--- src/dsp_seq_pkg.sv ---
package dsp_seq_pkg;

    // Bus widths and memory size
    localparam int addr_w    = 16;
    localparam int word_w    = 16;
    localparam int rom_depth = 4096;
    localparam int rom_aw    = $clog2(rom_depth);

    // Opcodes in bits 15:12
    localparam int op_hi = 15;
    localparam int op_lo = 12;
    localparam logic [3:0] op_nop    = 4'h0;
    localparam logic [3:0] op_goto   = 4'h1;
    localparam logic [3:0] op_call   = 4'h2;
    localparam logic [3:0] op_branch = 4'h3;
    localparam logic [3:0] op_load   = 4'h4;
    localparam logic [3:0] op_ptread = 4'h5;

    // Branch sub-codes of op_branch, bits 10:8
    localparam int br_hi = 10;
    localparam int br_lo = 8;
    localparam logic [2:0] br_ret     = 3'd0;
    localparam logic [2:0] br_iret    = 3'd1;
    localparam logic [2:0] br_goto_pt = 3'd2;
    localparam logic [2:0] br_call_pt = 3'd3;

    // Register selectors of op_load, bits 11:10
    localparam int rsel_hi = 11;
    localparam int rsel_lo = 10;
    localparam logic [1:0] reg_pt = 2'd0;
    localparam logic [1:0] reg_pr = 2'd1;
    localparam logic [1:0] reg_pi = 2'd2;
    localparam logic [1:0] reg_i  = 2'd3;

    // Immediate, jump field and step register widths
    localparam int imm_w  = 10;
    localparam int ja_w   = 12;
    localparam int step_w = 12;

    // Post-increment select in op_ptread
    localparam int istep_bit = 0;

    // Fixed addresses
    localparam logic [addr_w-1:0] irq_vector = 16'd1;
    localparam logic [addr_w-1:0] reset_pc   = 16'd0;

endpackage

--- src/seq_ctl_if.sv ---
`timescale 1ns/1ps

interface seq_ctl_if;

    // Control strobes, one per decoded instruction
    logic goto_ja;
    logic call_ja;
    logic ret;
    logic iret;
    logic goto_pt;
    logic call_pt;
    logic load_en;
    logic pt_read;

    // Pointer step select, only meaningful with pt_read
    logic istep;

    // Instruction fields
    logic [dsp_seq_pkg::ja_w-1:0]   ja_field;
    logic [1:0]                     r_field;
    logic [dsp_seq_pkg::word_w-1:0] imm;

    modport dec (
        output goto_ja, call_ja, ret, iret, goto_pt, call_pt,
        output load_en, pt_read, istep,
        output ja_field, r_field, imm
    );

    modport aau (
        input goto_ja, call_ja, ret, iret, goto_pt, call_pt,
        input load_en, pt_read, istep,
        input ja_field, r_field, imm
    );

endinterface

--- src/seq_rom_aau.sv ---
`timescale 1ns/1ps

module seq_rom_aau (
    input  logic                           clk,
    input  logic                           rst,
    input  logic                           cen,
    input  logic                           irq,
    seq_ctl_if.aau                         ctl,
    output logic [dsp_seq_pkg::addr_w-1:0] rom_addr,
    output logic [dsp_seq_pkg::addr_w-1:0] pt_addr,
    input  logic [dsp_seq_pkg::word_w-1:0] tab_data,
    output logic [dsp_seq_pkg::word_w-1:0] pt_data,
    output logic                           pt_data_valid
);

    // Program counter, return, interrupt return and table pointer
    logic [dsp_seq_pkg::addr_w-1:0] pc;
    logic [dsp_seq_pkg::addr_w-1:0] pr;
    logic [dsp_seq_pkg::addr_w-1:0] pi;
    logic [dsp_seq_pkg::addr_w-1:0] pt;
    logic [dsp_seq_pkg::step_w-1:0] step;
    logic                           in_irq;

    logic                           take_irq;
    logic                           tab_fire;
    logic [dsp_seq_pkg::addr_w-1:0] seq_pc;
    logic [dsp_seq_pkg::addr_w-1:0] next_pc;
    logic [dsp_seq_pkg::addr_w-1:0] next_pt;
    logic [dsp_seq_pkg::addr_w-1:0] step_ext;

    assign seq_pc   = pc + 1'b1;
    assign step_ext = {{(dsp_seq_pkg::addr_w - dsp_seq_pkg::step_w){step[dsp_seq_pkg::step_w-1]}},
                       step};
    assign next_pt  = pt + (ctl.istep ? step_ext : {{(dsp_seq_pkg::addr_w-1){1'b0}}, 1'b1});

    // A request inside the handler is lost
    assign take_irq = irq && !in_irq;

    // Table read that really executes at this edge
    assign tab_fire = cen && !take_irq && ctl.pt_read;

    assign rom_addr = pc;
    assign pt_addr  = pt;

    // Next PC priority is irq, then absolute, pointer and return
    always_comb begin
        if (take_irq) begin
            next_pc = dsp_seq_pkg::irq_vector;
        end else if (ctl.goto_ja || ctl.call_ja) begin
            next_pc = {pc[dsp_seq_pkg::addr_w-1:dsp_seq_pkg::ja_w], ctl.ja_field};
        end else if (ctl.goto_pt || ctl.call_pt) begin
            next_pc = pt;
        end else if (ctl.ret) begin
            next_pc = pr;
        end else if (ctl.iret) begin
            next_pc = pi;
        end else begin
            next_pc = seq_pc;
        end
    end

    always_ff @(posedge clk, posedge rst) begin
        if (rst) begin
            pc     <= dsp_seq_pkg::reset_pc;
            pr     <= '0;
            pi     <= '0;
            pt     <= '0;
            step   <= '0;
            in_irq <= 1'b0;
        end else if (cen) begin
            pc <= next_pc;
            if (take_irq) begin
                // Fetched word is dropped and runs again after iret
                pi     <= pc;
                in_irq <= 1'b1;
            end else begin
                if (ctl.iret) begin
                    in_irq <= 1'b0;
                end
                if (ctl.call_ja || ctl.call_pt) begin
                    pr <= seq_pc;
                end
                if (ctl.load_en) begin
                    case (ctl.r_field)
                        dsp_seq_pkg::reg_pt: pt   <= ctl.imm;
                        dsp_seq_pkg::reg_pr: pr   <= ctl.imm;
                        dsp_seq_pkg::reg_pi: pi   <= ctl.imm;
                        dsp_seq_pkg::reg_i:  step <= ctl.imm[dsp_seq_pkg::step_w-1:0];
                    endcase
                end
                if (ctl.pt_read) begin
                    pt <= next_pt;
                end
            end
        end
    end

    // Table data capture with a one-cycle valid strobe
    always_ff @(posedge clk, posedge rst) begin
        if (rst) begin
            pt_data       <= '0;
            pt_data_valid <= 1'b0;
        end else begin
            pt_data_valid <= tab_fire;
            if (tab_fire) begin
                pt_data <= tab_data;
            end
        end
    end

    assert property (@(posedge clk) disable iff (rst) !$isunknown(pc))
    else $error("seq_rom_aau: pc unknown");

    // A request inside the handler must not overwrite the saved return
    assert property (@(posedge clk) disable iff (rst)
        (cen && irq && in_irq) |=>
            ($stable(pi) || $past(ctl.load_en && ctl.r_field == dsp_seq_pkg::reg_pi)))
    else $error("seq_rom_aau: nested irq taken");

    // Valid may only repeat when the sequencer advanced to a new word
    assert property (@(posedge clk) disable iff (rst)
        pt_data_valid |=> (!pt_data_valid || pc != $past(pc)))
    else $error("seq_rom_aau: pt_data_valid held without a read");

endmodule

--- src/flat_wrapper.sv ---
// flat-port wrapper written by rule: the top's interface ports become plain ports
module seq_rom_aau_flat 
  (clk, rst, cen, irq, rom_addr, pt_addr, tab_data, pt_data, pt_data_valid, ctl_goto_ja, ctl_call_ja, ctl_ret, ctl_iret, ctl_goto_pt, ctl_call_pt, ctl_load_en, ctl_pt_read, ctl_istep, ctl_ja_field, ctl_r_field, ctl_imm);
  seq_ctl_if ctl_i ();
  input  logic clk;
  input  logic rst;
  input  logic cen;
  input  logic irq;
  output logic [dsp_seq_pkg::addr_w-1:0] rom_addr;
  output logic [dsp_seq_pkg::addr_w-1:0] pt_addr;
  input  logic [dsp_seq_pkg::word_w-1:0] tab_data;
  output logic [dsp_seq_pkg::word_w-1:0] pt_data;
  output logic pt_data_valid;
  input wire logic [$bits(ctl_i.goto_ja)-1:0] ctl_goto_ja;
  input wire logic [$bits(ctl_i.call_ja)-1:0] ctl_call_ja;
  input wire logic [$bits(ctl_i.ret)-1:0] ctl_ret;
  input wire logic [$bits(ctl_i.iret)-1:0] ctl_iret;
  input wire logic [$bits(ctl_i.goto_pt)-1:0] ctl_goto_pt;
  input wire logic [$bits(ctl_i.call_pt)-1:0] ctl_call_pt;
  input wire logic [$bits(ctl_i.load_en)-1:0] ctl_load_en;
  input wire logic [$bits(ctl_i.pt_read)-1:0] ctl_pt_read;
  input wire logic [$bits(ctl_i.istep)-1:0] ctl_istep;
  input wire logic [$bits(ctl_i.ja_field)-1:0] ctl_ja_field;
  input wire logic [$bits(ctl_i.r_field)-1:0] ctl_r_field;
  input wire logic [$bits(ctl_i.imm)-1:0] ctl_imm;
  assign ctl_i.goto_ja = ctl_goto_ja;
  assign ctl_i.call_ja = ctl_call_ja;
  assign ctl_i.ret = ctl_ret;
  assign ctl_i.iret = ctl_iret;
  assign ctl_i.goto_pt = ctl_goto_pt;
  assign ctl_i.call_pt = ctl_call_pt;
  assign ctl_i.load_en = ctl_load_en;
  assign ctl_i.pt_read = ctl_pt_read;
  assign ctl_i.istep = ctl_istep;
  assign ctl_i.ja_field = ctl_ja_field;
  assign ctl_i.r_field = ctl_r_field;
  assign ctl_i.imm = ctl_imm;
  seq_rom_aau u_core (.clk(clk), .rst(rst), .cen(cen), .irq(irq), .ctl(ctl_i), .rom_addr(rom_addr), .pt_addr(pt_addr), .tab_data(tab_data), .pt_data(pt_data), .pt_data_valid(pt_data_valid));
endmodule
--- config.mk ---
export PLATFORM = sky130hd
export DESIGN_NAME = seq_rom_aau_flat
export DESIGN_NICKNAME = d
export VERILOG_FILES = /design/src/dsp_seq_pkg.sv /design/src/seq_ctl_if.sv /design/src/seq_rom_aau.sv /design/src/flat_wrapper.sv
export SDC_FILE = /design/constraint.sdc
export NUM_CORES = 1
export LEC_CHECK = 0
export ABC_CLOCK_PERIOD_IN_PS = 3400
export BUFFER_PORTS_ARGS = -buffer_cell sky130_fd_sc_hd__clkbuf_2
export CAP_MARGIN = 20
export CORE_MARGIN = 10
export CORE_UTILIZATION = 35
export CTS_BUF_LIST = sky130_fd_sc_hd__clkbuf_4 sky130_fd_sc_hd__clkbuf_8 sky130_fd_sc_hd__clkbuf_16
export DETAILED_ROUTE_END_ITERATION = 16
export GPL_ROUTABILITY_DRIVEN = 0
export HOLD_SLACK_MARGIN = 0.1
export SETUP_SLACK_MARGIN = 0.1
export SYNTH_ARGS = -nofsm -noshare
export SYNTH_HDL_FRONTEND = slang
export SYNTH_SLANG_ARGS = --single-unit
--- constraint.sdc ---
create_clock -name clk -period 3.4 [get_ports clk]
set_input_delay 0.34 -clock clk [delete_from_list [all_inputs] [get_ports clk]]
set_output_delay 0.34 -clock clk [all_outputs]
set_load 0.01 [all_outputs]
Word-level counts from Yosys, hierarchy flattened --
Cells that the tools add are included.
Storage, ports and cells: register bits after elaboration 94, bits in latches 0, RAM bits 0, memory bits (read-only) 0, output and inout bits 49, logic and storage cells 53, memories 0
Cells by class: add/sub/neg operators 2, multiply operators 0, div/mod/pow operators 0, order comparisons 0, equality and inequality tests 4, shift-type cells 0, muxes and demuxes 17, bitwise gates (word level) 1, reduce and logical (&&, ||, !) cells 20
Operators by type and width (number):
- $mux W16 | 15
- $add A16 B1 Y16 const B | 1
- $add A16 B16 Y16 | 1
- $reduce_bool A2 Y1 | 5
- $reduce_and A4 Y1 | 2
- $reduce_and A2 Y1 | 3
- $eq A2 B2 Y1 const B | 2
- $logic_and A1 B1 Y1 | 3
- $logic_or A1 B1 Y1 | 3
- $reduce_and A3 Y1 | 1
- $eq A2 B1 Y1 const B | 1
- $logic_not A1 Y1 | 2
- $logic_not A2 Y1 | 1
- $mux W1 | 2
- $ne A2 B1 Y1 const B | 1
- $not A1 Y1 | 1

Depth between registers and ports, before layout --
Gate-level depths: netlist of the first run.
depth in word-level cells 6, depth in mapped cells 11

Least setup slack after synthesis of the first run --
Ideal clock, no wire load.
path kind reg2reg, from register u_core.step[0] in the netlist's numbering, to register u_core.pt (netlist bit u_core.pt_addr[14]), arrival time 2.255 ns, required time 3.334 ns, slack 1.079 ns, cell stages (with the launch flop) 11, buffers on the path 0, cells stage by stage dfrtp_1 nand2b_1 ha_1 fa_1 a21oi_1 o21ai_1 a21oi_2 a22oi_4 mux2i_1 a311oi_1 o31a_1
Between the ends: cells in the longest elaborated chain, start to end 3
RTL lines:
- start, declared | RTL line seq_rom_aau.sv:21 | logic [dsp_seq_pkg::step_w-1:0] step;
- start signal, assigned | RTL line seq_rom_aau.sv:88 | dsp_seq_pkg::reg_i: step <= ctl.imm[dsp_seq_pkg::step_w-1:0];
- $mux W16 | RTL line seq_rom_aau.sv:34 | assign next_pt = pt + (ctl.istep ? step_ext : {{(dsp_seq_pkg::addr_w-1){1'b0}}, 1'b1});
- $add A16 B16 Y16 | RTL line seq_rom_aau.sv:34
- $mux W16 | RTL line seq_rom_aau.sv:91 | if (ctl.pt_read) begin
- end signal, assigned | RTL line seq_rom_aau.sv:85 | dsp_seq_pkg::reg_pt: pt <= ctl.imm;
- end signal, assigned | RTL line seq_rom_aau.sv:92 | pt <= next_pt;
- end, declared | RTL line seq_rom_aau.sv:20 | logic [dsp_seq_pkg::addr_w-1:0] pt;
Every way passes these cells. A chain may end at the register's enable or synchronous reset.

Worst setup path after layout of the first run --
Ends and elaborated chain as after synthesis.

==> reports/summary.txt, run 1 <==
Outcome: finished, final reports clean
R2r startpoint: u_core.step[0]
Synth area leader: dfrtp_1
Final min period: 2.58 ns
H-tree Lvls: 3
Post-route cell area: 0.00656 mm²
ANT nets after route: 0
Pre-CTS setup slack: 0.718 ns
Worst hold-check path type: input port to register
CTS tree: built
Kind of critical path: register to register
Fmax: 0.388 GHz
Netlist Area Pre-Place: 0.00554 mm²
Post-synth EDFFs: 0
Cell variety after synth: 58
I/O Pins: 108
Final setup fails: 0
Vias per cell: 5.57
Routed WL: 17500 µm
Worst path max stage delay: 0.40 ns
VDD IR max: 286 µV
Vias in the first global route: 5022
CP Launch Point: u_core.step[0]
Die height: 146 µm
Asr flop ratio synth: 1.00
Register area share after synthesis: 0.425
Register area: 0.00235 mm²
Initial Util: 0.360
Initial antenna violation count: 0
DP HPWL: 12900 µm
Fin Setup TNS: 0 ns
Clock Tree Buf Depth: 2
Mapped Cells: 601
Largest net degree at the start of global routing: 52
Yosys warnings: 0
Synthesized flop and latch total: 94
Clock latency on the worst-skew pair: 0.35 ns
Predominant post-synthesis flop cell: dfrtp_1
CP max FO: 4
Layout cell share with drive strength beyond 1: 0.246
Worst-margin pin slew: 0.964 ns
Slowest library cell on the worst path: fa_1
Min-delay src: tab_data[6]
Buffers added on ports: 107
Via count: 5063
CTS Buf Count: 9
RSZ-0062 raised after global routing: false
Pwr Density: 616 mW/mm²
CP Capture Type: register
TritonRoute pass-1 iters: 5
Antenna cell count: 0
Worst EP required: 3.68 ns
Setup Skew: 0.00977 ns
Most frequent cells in the layout: clkbuf_2, dfrtp_1, nand2_1, o21ai_0, a21oi_1
Starting DRT DRC Count: 297
Worst setup margin: 0.824 ns
Die Wd: 146 µm
Yosys top cell area share: 0.425
Headroom to the max-slew limit: 0.353
Final slew viol count: 0
Clk sink count: 94
Synth area leaders: dfrtp_1, mux2i_1, mux2_2
Most common cell after layout, fill and taps aside: clkbuf_2
Mapped Avg Cell Area: 9.21 µm²
Part of the cycle the worst path needs: 0.758
Fill count: 1544
GRT Residual Overflow: 0
CP cell instances: nand2b_1 -> ha_1 -> fa_1 -> a21oi_1 -> o21ai_1 -> a21oi_2 -> a22oi_4 -> mux2i_1 -> a311oi_1 -> o31a_1
Total nets after synthesis: 673
Footprint of the multi-input gates: 0.00299 mm²
Cell leakage power: 3.01 nW
First-pass GRT wire length: 27800 µm
Core ar.: 0.0154 mm²
Area grow syn2layout: 18.5%
CP Launch Type: register
Cell area after placement: 0.00627 mm²
Root Buffer: clkbuf_16
Maxcap violations: 0
Clock transition at path regs: 0.07 ns
Cell Rows: 45
Remaining DRCs: 0
Final nets: 766
WP data arrival: 2.86 ns
Post-DR wirelength/cell: 19.3 µm
Final Hold Viols: 0
Global Route Usage Sum: 0.162
Die area: 0.0212 mm²
[state kept, by name, indices dropped and copies added (netlist names)]
register,flops
u_core.pi,16
u_core.pr,16
u_core.pt_addr,16
u_core.pt_data,16
u_core.rom_addr,16
u_core.step,12
u_core.in_irq,1
u_core.pt_data_valid,1
[cell usage after synthesis, types with 6 or more instances]
cell,instances
a21oi_1,47
xnor2_1,15
o211ai_1,9
mux2i_1,33
buf_2,10
o22ai_1,12
nor2_1,45
nand2_1,69
mux2_2,28
nor3_1,13
ha_1,12
o21ai_0,56
nand3_1,15
and2_1,13
xor2_1,6
and3_1,9
inv_1,10
clkbuf_1,20
dfrtp_1,94
[layout make-up]
cell class,instances,area share
Clock buffer,12,0.0397
Clock inverter,3,0.00305
Inverter,11,0.00668
Multi-Input combinational cell,460,0.455
Sequential cell,94,0.359
Tap cell,211,0.0402
Timing Repair Buffer,118,0.0965
[where the power goes]
group          internal, mW  switching, mW  total [mW]
clock network         0.539          0.437       0.977
registers              1.40          0.295        1.70
logic                 0.602          0.766        1.37
total                  2.54           1.50        4.04
[path summary, 6_finish.rpt]
check	slack, ns	cells past startpoint	end
max	0.82	10	u_core.pt_addr[14]
min	0.22	2	u_core.pt_data[6]
max reg2reg	0.82	10	u_core.pt_addr[14]
min reg2reg	0.49	2	u_core.pi[0]
max in group asynchronous	2.13	4	u_core.pt_data[9]
min in group asynchronous	0.58	3	u_core.pi[4]
[kinds of logic (layout without fill, tap and decap cells)]
| logic type | count (synthesis) | in the layout | share of synthesized area |
|---|---|---|---|
| fa+ha+maj | 13 | 13 | 0.0307 |
| flops | 94 | 94 | 0.425 |
| xor+xnor | 21 | 21 | 0.0332 |
| compound gates | 179 | 179 | 0.202 |
| mux | 61 | 61 | 0.117 |
| buf+inv | 47 | 144 | 0.0355 |
| simple gates | 186 | 186 | 0.157 |
[repair_timing]
action	4_1_cts	5_1_grt
endpoints found under the hold margin	43	0
setup endpoints to repair	0	0
hold buffers	1	0
resized for setup	0	0
setup buffers	0	0
[worst max-delay path: cells and delay by family (launching register included)]
family                     cells  cell delay, ns
muxes                          1            0.16
adders and majority gates      2            0.62
DFF                            1            0.38
and+or+nand+nor                1            0.14
AOI/OAI and AO/OA              6            1.21
[stage by stage]
stage / cells / util / hold WS (ns) / total power [mW]
6_report: 909 / 0.427 / 0.224 / 4.04
3_5_place_dp: 893 / 0.408 / 0.431 / 3.08
3_3_place_gp: 893 / 0.408 / 0.424 / 3.03
4_1_cts: 909 / 0.427 / 0.215 / 4.08
5_1_grt: 909 / 0.427 / 0.220 / 4.33
2_1_floorplan: 601 / - / 0.449 / 2.57
[layer usage]
layer | vias to the layer above | global-route usage | wire length (µm)
met5 | - | 0 | 0
met4 | 0 | 0.0531 | 383
met3 | 33 | 0.0459 | 1340
met2 | 194 | 0.256 | 8210
met1 | 2483 | 0.207 | 7570
li1 | 2353 | - | -
No activity file was read; power rests on OpenSTA's default activity.
==> run 2: changes to the inputs <==
--- a/config.mk
+++ b/config.mk
@@ -5,7 +5,8 @@
 export SDC_FILE = /design/constraint.sdc
 export NUM_CORES = 1
 export LEC_CHECK = 0
-export ABC_CLOCK_PERIOD_IN_PS = 3400
+export ABC_AREA = 1
+export ABC_CLOCK_PERIOD_IN_PS = 2200
 export BUFFER_PORTS_ARGS = -buffer_cell sky130_fd_sc_hd__clkbuf_2
 export CAP_MARGIN = 20
 export CORE_MARGIN = 10
==> constraint.sdc (replaced) <==
create_clock -name clk -period 2.2 [get_ports clk]
set_input_delay 0.22 -clock clk [delete_from_list [all_inputs] [get_ports clk]]
set_output_delay 0.22 -clock clk [all_outputs]
set_load 0.01 [all_outputs]
==> run 2 against run 1 <==
Synthesized cell count rose by 41%. Wire length rose by 15%. Register-to-register slack worse by 0.53 ns. Final cell count increased by 33%. Combinational power grew 80%. Fmax increased by 35%. Core utilization up 1.6 points. Global-route usage rose by 1.7 points. Total power up 67%. Clock skew up 0.0035 ns. Sequential power up 50%. Clock power grew 76%.
==> reports/summary.txt, run 2 <==
CP Capture Type: register
Synth area leader: dfrtp_1
Kind of critical path: register to register
Synthesized flop and latch total: 94 (unchanged)
Vias in the first global route: 5775 (+15%)
Cell leakage power: 3.88 nW (+29%)
Maxcap violations: 0 (unchanged)
RSZ-0062 raised after global routing: false
Remaining DRCs: 0 (unchanged)
Final setup fails: 0 (unchanged)
CTS Buf Count: 9 (unchanged)
Mux share of post-synthesis cell area: 0.00946 (-0.107)
Net Sw Frac: 0.386 (+0.0150)
Cell area after placement: 0.00683 mm² (+8.9%)
Mapped Avg Cell Area: 7.03 µm² (-24%)
Clock Power Share: 0.256 (+0.014)
Yosys warnings: 0 (unchanged)
CTS tree: built
Outcome: finished, final reports clean
Post-synth EDFFs: 0 (unchanged)
Routed WL: 20200 µm (+15%)
VDD IR max: 349 µV (+22%)
Die height: 150 µm (+3.2%)
Combinational Power Share: 0.367 (+0.029)
ANT nets after route: 0 (unchanged)
Final slew viol count: 0 (unchanged)
Die Wd: 150 µm (+3.2%)
Final Hold Viols: 0 (unchanged)
Most common cell after layout, fill and taps aside: nand2_1
Top post-synthesis cells by count: nand2_1, dfrtp_1, inv_1
WP data arrival: 2.15 ns (-0.71 ns)
Fin Setup TNS: 0 ns (unchanged)
Via count: 6072 (+20%)
GRT Residual Overflow: 0 (unchanged)
Main combinational cell family by area after synthesis: simple AND/OR/NAND/NOR gates
I/O Pins: 108 (unchanged)
Clock latency on the worst-skew pair: 0.35 ns (about the same)
Worst-margin pin slew: 0.706 ns (-0.258 ns)
Top-count cell post-synth: nand2_1
Initial Util: 0.358 (-0.00247)
Register area share after synthesis: 0.395 (-0.0297)
DP Cell Count: 1170 (+31%)
Worst setup margin: 0.296 ns (-0.528 ns)
Sequential power share: 0.378 (-0.042)
Final min period: 1.90 ns (-0.672 ns)
CP max FO: 3 (-1)
Post-synthesis simple-gate area fraction: 0.306 (+0.149)
Die area: 0.0226 mm² (+6.5%)
WHS: 0.140 ns (-0.0845 ns)
Worst hold-check path type: input port to register
Synth area leaders: dfrtp_1, nand2_1, inv_1
Post-route cell area: 0.00737 mm² (+12%)
Asr flop ratio synth: 1.00 (unchanged)
Switch Pwr: 2.60 mW (+73%)
Layout cell share with drive strength beyond 1: 0.186 (-0.0604)
Setup Skew: 0.0133 ns (+0.00352 ns)
First-pass GRT wire length: 32100 µm (+15%)
Vias per cell: 5.04 (-9.5%)
H-tree Lvls: 3 (unchanged)
Post-Synth Adder-Cell Area: 0.0286 (-0.00215)
Final nets: 1051 (+37%)
Pwr Density: 915 mW/mm² (+48%)
Fmax: 0.525 GHz (+35%)
Cell Rows: 47 (+4.4%)
Clock transition at path regs: 0.07 ns (about the same)
Pint: 4.14 mW (+63%)
Largest net degree at the start of global routing: 95 (+83%)
Global Route Usage Sum: 0.179 (+0.0168)
Most frequent cells in the layout: nand2_1, clkbuf_2, dfrtp_1, inv_1, nor2_1
Starting DRT DRC Count: 578 (+95%)
Clock Tree Buf Depth: 2 (unchanged)
Netlist Area Pre-Place: 0.00595 mm² (+7.5%)
Yosys top cell area share: 0.395 (-0.0297)
Mapped Cells: 847 (+41%)
Cell variety after synth: 46 (-21%)
Initial antenna violation count: 1 (+1)
Buffers added on ports: 107 (unchanged)
Pre-CTS setup slack: 0.128 ns (-0.590 ns)
CP Launch Type: register
Part of the cycle the worst path needs: 0.866 (+0.108)
TritonRoute pass-1 iters: 6 (+1)
Final Non-Filler Cells: 1205 (+33%)
Post-DR wirelength/cell: 16.7 µm (-13%)
DP HPWL: 14900 µm (+16%)
Area grow syn2layout: 23.8%
Headroom to the max-slew limit: 0.529 (+0.176)
Compound-Gate Fraction of Synth Area: 0.155 (-0.0469)
Clk sink count: 94 (unchanged)
Core ar.: 0.0166 mm² (+8.3%)
Predominant post-synthesis flop cell: dfrtp_1
Total nets after synthesis: 919 (+37%)
Root Buffer: clkbuf_16
Xor and xnor area share after synthesis: 0.0206 (-0.0126)
Worst EP required: 2.45 ns (-1.23 ns)
[run 2: path summary, 6_finish.rpt]
check	startpoint	end	slack, ns	depth (start not counted)
worst max-delay path	u_core.step[0]	u_core.pt_addr[14]	0.30	13
worst min-delay path	ctl_ja_field[4]	u_core.rom_addr[4]	0.14	3
worst max register to register	u_core.step[0]	u_core.pt_addr[14]	0.30	13
worst min register to register	u_core.pt_data[8]	u_core.pt_data[8]	0.47	2
max in group asynchronous	rst	u_core.pr[4]	1.22	4
min in group asynchronous	rst	u_core.pt_data[11]	0.54	4
[run 2: power by group through the flow]
stage / Combinational (mW) / Sequential (mW) / Clock [mW]
after floorplan: 1.54 / 2.56 / 0
after global placement: 2.39 / 2.56 / 0
after detailed placement: 2.40 / 2.57 / 0
after CTS: 2.44 / 2.54 / 1.75
after global routing: 2.83 / 2.61 / 1.82
final: 2.47 / 2.55 / 1.72
[run 2: what timing repair did]
action	in CTS	in global routing
hold buffers	17	0
resized for setup	0	9
setup endpoints to repair	0	5
endpoints found under the hold margin	110	0
setup buffers	0	1
[run 2: critical path: stages (launching register included)]
cell and delay, ns:
dfrtp_1 0.38, inv_1 0.05, nand2_1 0.07, ha_4 0.19, fa_2 0.37, buf_4 0.15, nand3_1 0.10, nand3_1 0.13
nand2_1 0.11, nand2_1 0.06, nand2_1 0.06, nand3_1 0.06, nand2_1 0.06, nand2_1 0.04
[run 2: layout make-up]
type / instances / area [µm²]
multi-input cells: 630 / 3130
fillers: 1710 / 9280
flip-flops and latches: 94 / 2350
inverters: 92 / 357
clock buffers: 11 / 240
well taps: 220 / 275
repair buffers: 152 / 928
clock inverters: 5 / 83.8
diodes: 1 / 2.50
[run 2: kinds of logic (layout without fill, tap and decap cells)]
group / Yosys count / in the layout
adder cells (fa/ha/maj): 13 / 13
XOR/XNOR: 14 / 14
AND/OR/NAND/NOR: 438 / 438
multiplexers: 5 / 5
AO/OA/AOI/OAI: 160 / 160
flip-flops: 94 / 94
other: 0 / 1
buffers and inverters: 123 / 260
[run 2: per-stage QoR]
step	util	power (mW)
3_3_place_gp	0.410	4.95
5_1_grt	0.443	7.26
3_5_place_dp	0.410	4.97
6_report	0.443	6.74
4_1_cts	0.440	6.73
2_1_floorplan	-	4.10
[run 2: per-layer routing]
layer  vias to the layer above  GRT usage  share of wire
met5                         -          0              0
met1                      2843      0.240           0.44
li1                       3010          -              -
met4                         0     0.0423          0.012
met2                       204      0.291           0.48
met3                        15     0.0312          0.071
